`src/verilog/gain_consts.svh`:
```
// ======================================================================
// Gain stage constants
// Widths, Q2.14 fraction position, MAC pipeline depth and unity gain
// shared by the audio gain datapath and its testbench
// ======================================================================

`ifndef GAIN_CONSTS_SVH
`define GAIN_CONSTS_SVH

// Audio sample width, Q1.15 or Q2.14 depending on use
`define SAMPLE_W 16

// Gain coefficient width, always Q2.14
`define COEF_W 16

// Accumulator width of the DSP-style MAC
`define ACC_W 32

// Fraction bits of a Q2.14 coefficient
`define COEF_FRAC 14

// Cycles from MAC input capture to a loaded accumulator
`define MAC_LATENCY 3

// 1.0 in Q2.14
`define UNITY_GAIN 16384

`endif

```
`src/verilog/audio_pkg.sv`:
```
// ======================================================================
// Audio datapath types
// Sample and gain coefficient words used across the gain stage
// ======================================================================

`include "gain_consts.svh"

package audio_pkg;

    // One mono audio sample
    // Treated as Q1.15 on the dry path and as a Q2.14 result on the wet path
    typedef logic signed [`SAMPLE_W-1:0] sample_t;

    // Run-time gain coefficient in Q2.14
    // Range is -2.0 up to just under +2.0
    typedef logic signed [`COEF_W-1:0] coef_t;

    // Values of note for coef_t
    //   16384 is unity gain
    //   8192 halves the sample
    //   32767 is the largest positive gain

endpackage

```
`src/verilog/mac_pkg.sv`:
```
// ======================================================================
// Multiply-accumulate datapath types
// Product and accumulator words of the 16x16 DSP-style MAC
// ======================================================================

`include "gain_consts.svh"

package mac_pkg;

    // Full-precision signed product of a sample and a coefficient
    // Q1.15 times Q2.14 lands as Q3.29, Q2.14 times Q2.14 as Q4.28
    typedef logic signed [`SAMPLE_W+`COEF_W-1:0] product_t;

    // Accumulator word
    // Same width as the product here, so a single tap never wraps
    typedef logic signed [`ACC_W-1:0] acc_t;

    // Notes on use
    //   The gain lane loads one product per sample
    //   Summing several taps would need guard bits above the product
    //   which is left for a filter that needs it

endpackage

```
`src/verilog/audio_gain_top.sv`:
```
// ======================================================================
// Audio gain stage top
// Mono gain of one sample per l_r_clk toggle: wet MAC lane, matching
// dry path and the output mixer with bypass
// ======================================================================

`timescale 1ns/1ns

module audio_gain_top (
    input  logic               clk,
    input  logic               reset,
    input  logic               l_r_clk,
    input  audio_pkg::sample_t audio_in,
    input  audio_pkg::coef_t   gain_coef,
    input  logic               bypass,
    output audio_pkg::sample_t audio_out,
    output logic               out_strobe
);

    import audio_pkg::*;
    import mac_pkg::*;

    // Edge strobe shared by both paths
    logic    sample_edge;
    // Wet result, valid when aligned_strobe is high
    acc_t    acc;
    // Raw sample delayed to match acc
    sample_t dry_sample;
    logic    aligned_strobe;

    mac_gain_lane u_lane (
        .clk         (clk),
        .reset       (reset),
        .l_r_clk     (l_r_clk),
        .audio_in    (audio_in),
        .gain_coef   (gain_coef),
        .sample_edge (sample_edge),
        .acc         (acc)
    );

    dry_sample_aligner u_dry (
        .clk            (clk),
        .reset          (reset),
        .sample_edge    (sample_edge),
        .audio_in       (audio_in),
        .dry_sample     (dry_sample),
        .aligned_strobe (aligned_strobe)
    );

    // out_strobe follows an l_r_clk change by four clock edges
    output_mixer u_mix (
        .clk            (clk),
        .reset          (reset),
        .acc            (acc),
        .dry_sample     (dry_sample),
        .aligned_strobe (aligned_strobe),
        .bypass         (bypass),
        .audio_out      (audio_out),
        .out_strobe     (out_strobe)
    );

endmodule

```
`src/verilog/dry_sample_aligner.sv`:
```
// ======================================================================
// Dry sample aligner
// Captures the raw sample on each sample edge and delays it, with its
// strobe, to line up with the MAC accumulator
// ======================================================================

`timescale 1ns/1ns

`include "gain_consts.svh"

module dry_sample_aligner (
    input  logic               clk,
    input  logic               reset,
    input  logic               sample_edge,
    input  audio_pkg::sample_t audio_in,
    output audio_pkg::sample_t dry_sample,
    output logic               aligned_strobe
);

    import audio_pkg::*;

    // One slot per MAC stage, so several samples can be in flight
    sample_t                 sample_pipe [`MAC_LATENCY];
    logic [`MAC_LATENCY-1:0] strobe_pipe;

    always_ff @(posedge clk) begin
        if (reset) begin
            for (int i = 0; i < `MAC_LATENCY; i++) begin
                sample_pipe[i] <= '0;
            end
            strobe_pipe <= '0;
        end else begin
            // First stage matches the MAC operand registers
            if (sample_edge) begin
                sample_pipe[0] <= audio_in;
            end
            for (int i = 1; i < `MAC_LATENCY; i++) begin
                sample_pipe[i] <= sample_pipe[i-1];
            end
            strobe_pipe <= {strobe_pipe[`MAC_LATENCY-2:0], sample_edge};
        end
    end

    // Last stage is valid in the same cycle as the loaded accumulator
    assign dry_sample     = sample_pipe[`MAC_LATENCY-1];
    assign aligned_strobe = strobe_pipe[`MAC_LATENCY-1];

endmodule

```
`src/verilog/mac16_accum.sv`:
```
// ======================================================================
// 16x16 multiply-accumulate unit
// Three-stage signed MAC in the style of an FPGA DSP slice: registered
// inputs, registered product and a loadable 32-bit accumulator
// ======================================================================

`timescale 1ns/1ns

module mac16_accum (
    input  logic               clk,
    input  logic               reset,
    input  logic               ce,
    input  logic               load,
    input  audio_pkg::sample_t a_in,
    input  audio_pkg::coef_t   b_in,
    output mac_pkg::acc_t      result
);

    import audio_pkg::*;
    import mac_pkg::*;

    // Stage 1 operand registers, like A_REG and B_REG
    sample_t  a_q;
    coef_t    b_q;
    logic     ce_q1;
    logic     load_q1;

    // Stage 2 product register, like M_REG
    product_t prod_q;
    logic     ce_q2;
    logic     load_q2;

    // Stage 3 accumulator, like P_REG
    acc_t     acc_q;

    always_ff @(posedge clk) begin
        if (reset) begin
            a_q     <= '0;
            b_q     <= '0;
            ce_q1   <= 1'b0;
            load_q1 <= 1'b0;
            prod_q  <= '0;
            ce_q2   <= 1'b0;
            load_q2 <= 1'b0;
            acc_q   <= '0;
        end else begin
            // Operands only move when the caller enables this cycle
            if (ce) begin
                a_q <= a_in;
                b_q <= b_in;
            end
            // Controls ride with their operands down the pipe
            ce_q1   <= ce;
            load_q1 <= load;
            ce_q2   <= ce_q1;
            load_q2 <= load_q1;

            // Both operands sign-extended to the full product width
            if (ce_q1) begin
                prod_q <= product_t'(a_q) * product_t'(b_q);
            end

            // Tagged product either restarts the sum or adds to it
            if (ce_q2) begin
                if (load_q2) acc_q <= acc_t'(prod_q);
                else         acc_q <= acc_q + acc_t'(prod_q);
            end
        end
    end

    assign result = acc_q;

endmodule

```
`src/verilog/mac_gain_lane.sv`:
```
// ======================================================================
// Wet gain lane
// Detects each toggle of the left/right sample clock and runs one
// multiply of the sample by the gain coefficient per toggle
// ======================================================================

`timescale 1ns/1ns

module mac_gain_lane (
    input  logic               clk,
    input  logic               reset,
    input  logic               l_r_clk,
    input  audio_pkg::sample_t audio_in,
    input  audio_pkg::coef_t   gain_coef,
    output logic               sample_edge,
    output mac_pkg::acc_t      acc
);

    // Registered copy of the sample clock level
    // Clears to zero, which also sets the first reference level
    logic l_r_clk_q;

    always_ff @(posedge clk) begin
        if (reset) begin
            l_r_clk_q <= 1'b0;
        end else begin
            l_r_clk_q <= l_r_clk;
        end
    end

    // Any edge of l_r_clk, left or right channel slot alike
    // High for exactly the cycle in which the new level is first seen
    assign sample_edge = l_r_clk ^ l_r_clk_q;

    // One product per sample
    //   ce   captures audio_in and gain_coef at the end of the edge cycle
    //   load makes that product replace the accumulator
    // So acc holds sample times gain, three cycles after capture
    mac16_accum u_mac (
        .clk    (clk),
        .reset  (reset),
        .ce     (sample_edge),
        .load   (sample_edge),
        .a_in   (audio_in),
        .b_in   (gain_coef),
        .result (acc)
    );

    // Nothing else is held here
    // The strobe goes out so the dry path reuses this detection

endmodule

```
`src/verilog/output_mixer.sv`:
```
// ======================================================================
// Output mixer
// Rescales the accumulator to Q2.14, saturates it to 16 bits, picks
// wet or dry by the bypass level and registers the output pulse
// ======================================================================

`timescale 1ns/1ns

`include "gain_consts.svh"

module output_mixer (
    input  logic               clk,
    input  logic               reset,
    input  mac_pkg::acc_t      acc,
    input  audio_pkg::sample_t dry_sample,
    input  logic               aligned_strobe,
    input  logic               bypass,
    output audio_pkg::sample_t audio_out,
    output logic               out_strobe
);

    import audio_pkg::*;

    // Result window in the accumulator, bits 29 down to 14
    localparam int WET_LSB = `COEF_FRAC;
    localparam int WET_MSB = `COEF_FRAC + `SAMPLE_W - 1;

    // Saturation limits of a 16-bit sample
    localparam sample_t SAT_MAX = {1'b0, {(`SAMPLE_W-1){1'b1}}};
    localparam sample_t SAT_MIN = {1'b1, {(`SAMPLE_W-1){1'b0}}};

    logic [`ACC_W-WET_MSB-1:0] head_bits;
    logic                      overflow;
    sample_t                   wet_sample;

    // Bits above the window plus its sign bit must all agree
    assign head_bits = acc[`ACC_W-1:WET_MSB];
    assign overflow  = ~((&head_bits) | ~(|head_bits));

    // Clamp by the accumulator sign, otherwise plain truncation
    // Truncation rounds toward minus infinity
    always_comb begin
        if (overflow) begin
            wet_sample = acc[`ACC_W-1] ? SAT_MIN : SAT_MAX;
        end else begin
            wet_sample = acc[WET_MSB:WET_LSB];
        end
    end

    always_ff @(posedge clk) begin
        if (reset) begin
            audio_out  <= '0;
            out_strobe <= 1'b0;
        end else begin
            // Output holds between samples
            if (aligned_strobe) begin
                audio_out <= bypass ? dry_sample : wet_sample;
            end
            out_strobe <= aligned_strobe;
        end
    end

endmodule
```
`config.mk`:
```
export PLATFORM = sky130hd
export DESIGN_NAME = audio_gain_top
export DESIGN_NICKNAME = d
export VERILOG_FILES = /design/src/verilog/audio_pkg.sv /design/src/verilog/mac_pkg.sv /design/src/verilog/audio_gain_top.sv /design/src/verilog/dry_sample_aligner.sv /design/src/verilog/mac16_accum.sv /design/src/verilog/mac_gain_lane.sv /design/src/verilog/output_mixer.sv
export VERILOG_INCLUDE_DIRS = /design/src /design/src/verilog
export SDC_FILE = /design/constraint.sdc
export NUM_CORES = 1
export LEC_CHECK = 0
export BUFFER_PORTS_ARGS = -buffer_cell sky130_fd_sc_hd__buf_4
export CAP_MARGIN = 30
export CORE_MARGIN = 1
export CORE_UTILIZATION = 28
export DETAILED_ROUTE_END_ITERATION = 6
export RECOVER_POWER = 100
export SYNTH_ARGS = -nofsm -noshare
export SYNTH_HDL_FRONTEND = slang
export SYNTH_HIERARCHICAL = 1
export SYNTH_SLANG_ARGS = --single-unit
```
`constraint.sdc`:
```
create_clock -name clk -period 14.5 [get_ports clk]
set_input_delay 2.9 -clock clk [delete_from_list [all_inputs] [get_ports clk]]
set_output_delay 2.9 -clock clk [all_outputs]
set_load 0.005 [all_outputs]
```
# Word level (Yosys, flattened, before mapping)
# Memory sizes are Yosys's and may differ from the RTL's.
# Cells that the tools add are included.
[totals]
ram_bits = 48
input_bits = 36
memories = 1
reg_bits = 119
[mem_list]
columns = ["name", "depth", "width", "read_ports", "rd_clocked_by_memory_dff", "wr", "line", "rtl"]
rows = [
  ["u_dry.sample_pipe", 3, 16, 3, 0, 3, "dry_sample_aligner.sv:23", "sample_t sample_pipe [`MAC_LATENCY];"],
]
[op_classes]
n_mul = 1
bitwise = 6
n_mux = 12
n_reduce_logical = 2
[ops]
columns = ["op", "n"]
rows = [
  ["$mux 16", 6],
  ["$mul 16x16->32", 1],
  ["$mux 1", 6],
  ["$or 1x1->1", 4],
  ["$reduce_and 3->1", 1],
  ["$reduce_or 3->1", 1],
  ["$not 1->1", 1],
  ["$xor 1x1->1", 1],
]

# Logic depth before layout (Yosys ltp)
[logic_depth]
ltp_word = 5
mapped_depth = 25
ltp_nobuf = 23

# By module
# Netlist, hierarchy kept.
[modules_own_cells]
columns = ["mod", "seq_area_each_um2", "cells_each", "area_each_um2", "instances"]
rows = [
  ["mac16_accum", 2001.9, 1716, 15285.9, 1],
  ["dry_sample_aligner", 1501.4, 125, 1981.9, 1],
  ["output_mixer", 340.3, 115, 980.9, 1],
  ["mac_gain_lane", 20.0, 3, 35.0, 1],
]

# Least setup slack after synthesis
# No wires, ideal clock.
[synth_path]
path_type = "flip-flop to flip-flop"
from = "register u_lane.u_mac.a_q[15]"
to = "register u_lane.u_mac.prod_q[29]"
period_less_slack_ns = 6.095
arrival_time_ns = 5.968
n_path_buf = 2
setup_slack_ns = 8.405
setup_ns = 0.128
required_time_ns = 14.372
stages_incl_launch_ff = 23
path_cell_list = "dfxtp_1 -> clkbuf_1 -> clkbuf_1 -> nand2_1 -> fa_1 -> inv_1 -> fa_1 -> fa_1 -> fa_1 -> fa_1 -> inv_1 -> fa_1 -> inv_1 -> ha_1 -> a21o_1 -> a21o_1 -> a21oi_1 -> nor2_1 -> o31a_1 -> o41a_1 -> xor2_1 -> mux2i_1 -> nor2_1"
[synth_between]
elab_chain_len = 1
[synth_rtl]
columns = ["item", "line", "rtl"]
rows = [
  ["start: declaration", "mac16_accum.sv:23", "sample_t a_q;"],
  ["start signal: assignment", "mac16_accum.sv:49", "a_q <= a_in;"],
  ["$mul 16x16->32", "mac16_accum.sv:60", "prod_q <= product_t'(a_q) * product_t'(b_q);"],
  ["end signal: assignment", "mac16_accum.sv:60", ""],
  ["end: declaration", "mac16_accum.sv:29", "product_t prod_q;"],
]
# No other way between the ends.
# A chain may end at the register's enable or synchronous reset.

==> results.md <==
* Status: complete, but fails checks
* Failing checks: capacitance limit, slew limit
* Predominant post-synthesis flop cell: dfxtp_1
* EDFF count, synth at 48
* Top Ports at 53
* Crit Path Class: input pin to flop
* Post-cts hold buffer count at 0
* Initial antenna violation count at 1
* Relative slew slack at -108%
* Leak pwr at just over 0.009 µW
* Internal at 1030 µW
* Worst path arrival time at slightly below 9 ns
* Worst Path Required at 14.71 ns
* Worst Setup Start Kind: input pin
* Power per cell area at about 83 nW/µm²
* Cts bufs inserted at 17
* Vias in the first global route at 13700
* CTS tree: done
* Drt via density at 4.54
* Layout cells sized above 1 at 5.81%
* Congestion Overflow GR at 0
* Mapped cell area at between 15000 and 20000 µm²
* Diode count at 0
* Area growth, synth to finish at 9.10%
* Sequential share of power at 36.0%
* Reg clk slew, reported paths at about 0.08 ns
* # rows at 93
* Final-report max-slew violation count at 142
* Tot GR Track Use at 13.2%
* Crit path time final at 8.54 ns
* FFs w/ async S/R, synth at 0%
* Floorplan die area at 66300 µm²
* Final hold violation count at 0
* Final wirelength at 42500 µm
* Worst-margin pin slew at 3.12 ns
* Fin Setup TNS at 0 ns
* RSZ-0062 raised after global routing: false
* Max-Cap Viols at 2
* Starting Density at 28.4%
* H-Tree Depth at 4
* CP peak stage delay at 2.26 ns
* Crit path capture type: flop
* DIE HEIGHT at 258 µm
* Yosys Warn Count at 6
* Crit path cell chain: clkbuf_1 -> clkbuf_1 -> clkbuf_1 -> nand2b_1 -> o32ai_1
* Layout Skew at 0.0196 ns
* #FFs+latches synth at 169
* Final net count at 2378
* Tcrit/Tclk final at 58.9%
* Dpl hpwl at 33100 µm
* Cell family with most CP delay: buffers and inverters
* Worst-Skew Late Latency at 0.46 ns
* Vias post-DR at 12900
* # DRC at 0
* Routed WL per cell at 15.0 µm
* Placement Setup Slack at approximately 7.8 ns
* CTS sink cnt at 169
* Distinct cell type count after synthesis at 79
* Initial DRC count at 782
* First-pass GRT wire length at 70900 µm
* Core Region at 64500 µm²
* Mapped Cells at 1959
* Worst Setup Slack, final at 5.96 ns
* Worst hold-check path type: flop to flop
* Buffer type at the clock tree root: clkbuf_16
* Critical-path top delay cell: clkbuf_1
* Logic pwr share at a little over a third
* Switch Pwr at roughly 630 µW
* I/O Buffers at 52
* Sw Ratio at between 30% and 40%
* 1st-pass router iterations at 5
* Final Core Density at 30.9%
* Routability cong. at 0.868
* Power share of the clock group at 27.5%
* Worst vdd ir at 0.0928 mV
* Buf/Inv on CP at 3
* Sequential-to-total area share from yosys stat at 21.1%
* Post-CTS resize count at 0
* Final setup fails at 0
* Achievable Freq at 117 MHz
* Pin count of the biggest net entering global routing at 77
* Setup bufs post-CTS at 0
* Mapped Avg Cell Area at between 9 and 10 µm²
* CP dominant cell by count: clkbuf_1
* Routed Antenna Nets at 0
* Crit Path Max Fanout at 76
* CTS max path bufs at 2
* Die X at 258 µm
==> state kept, by name (all words and copies together), names as in the netlist <==
name,flops
u_mix/audio_out,16
u_lane/u_mac/a_q,16
u_lane/u_mac/load_q2,1
u_mix/out_strobe,1
u_lane/u_mac/result,32
u_lane/u_mac/b_q,16
u_lane/u_mac/load_q1,1
u_dry/sample_pipe,48
u_lane/u_mac/ce_q2,1
u_dry/strobe_pipe,3
u_lane/l_r_clk_q,1
u_lane/u_mac/ce_q1,1
u_lane/u_mac/prod_q,32
==> power groups by stage <==
stage	clock, µW	combinational, µW	sequential (µW)
final	458	608	599
after detailed placement	0	609	609
after CTS	468	612	598
after floorplan	0	493	558
after global placement	0	594	607
after global routing	485	691	605
==> cells in the mapped netlist (5+ instances only) <==
cell type,instances,area (µm²)
xnor2_1,32,280
fa_1,263,5270
a2111oi_2,10,150
dfxtp_1,121,2420
inv_1,326,1220
xor2_1,24,210
o22ai_1,17,106
and2_1,122,763
a211oi_1,25,188
o21a_1,23,173
o21ai_0,41,205
o21bai_1,6,45.0
a21o_1,26,195
nor2_1,156,586
nand2_1,177,664
clkbuf_1,65,244
a2111oi_0,9,78.8
buf_4,18,135
buf_1,5,18.8
buf_2,10,50.1
nand3_1,17,85.1
mux2i_1,64,641
ha_1,113,1410
nor3_1,8,40.0
a21oi_1,46,230
nand2b_1,18,113
a31oi_1,8,50.1
edfxtp_1,48,1440
nor2b_1,63,394
o211ai_1,13,97.6
==> layout by cell type (no fill, tap or decap), types with 46 or more instances in the layout <==
| cell | n |
|---|---|
| ha_1 | 113 |
| a21oi_1 | 46 |
| and2_1 | 122 |
| nor2_1 | 156 |
| fa_1 | 263 |
| dfxtp_1 | 118 |
| edfxtp_1 | 48 |
| mux2i_1 | 64 |
| nor2b_1 | 63 |
| nand2_1 | 177 |
| inv_1 | 326 |
==> metrics by stage <==
stage               hold slack (ns)  total power, µW  instances  instance area (µm²)
detailed placement            0.430             1220       2802                19500
finish                        0.441             1660       2834                19900
global placement              0.417             1200       2802                19500
global route                  0.467             1780       2834                19900
CTS                           0.451             1680       2834                20000
floorplan                     0.414             1050       1990                18400
==> area by class of cell <==
cell class / count / area (µm²)
clock buffer: 19 / 433
timing repair buffer: 58 / 417
clock inverter: 13 / 133
sequential: 169 / 3870
inverter: 327 / 1230
multi-input combinational: 1393 / 12800
fill: 6701 / 44500
tap: 855 / 1070
==> final timing paths <==
check / slack [ns] / from / to / cells past startpoint
min: 0.44 / u_dry/strobe_pipe[0] / u_dry/strobe_pipe[1] / 1
max reg2reg: 7.67 / u_lane/u_mac/b_q[1] / u_lane/u_mac/prod_q[29] / 20
min reg2reg: 0.44 / u_dry/strobe_pipe[0] / u_dry/strobe_pipe[1] / 1
max: 5.96 / reset / u_lane/u_mac/prod_q[21] / 5
==> metal layers <==
metal | routed length [µm] | part of all wire, % | GRT usage [%] | vias to the layer above
li1 | - | - | - | 6207
met1 | 19300 | 46 | 16.9 | 6320
met2 | 20400 | 48 | 22.6 | 274
met3 | 1810 | 4.3 | 1.89 | 63
met4 | 962 | 2.3 | 4.34 | 2
met5 | 9 | 0.021 | 0 | -
==> kinds of logic (layout without fill, tap and decap cells) <==
family,Yosys count,after routing,synth area share [%]
buffers and inverters,428,417,9.31
xor gates and xnor gates,56,56,2.68
DFF,169,169,21.1
other,1,32,0.0205
muxes,65,65,3.59
AOI/OAI and AO/OA,274,274,11.1
adders and majority gates,376,376,36.5
and+or+nand+nor,590,590,15.6
Note: power is estimated with default switching activity, not from simulation.
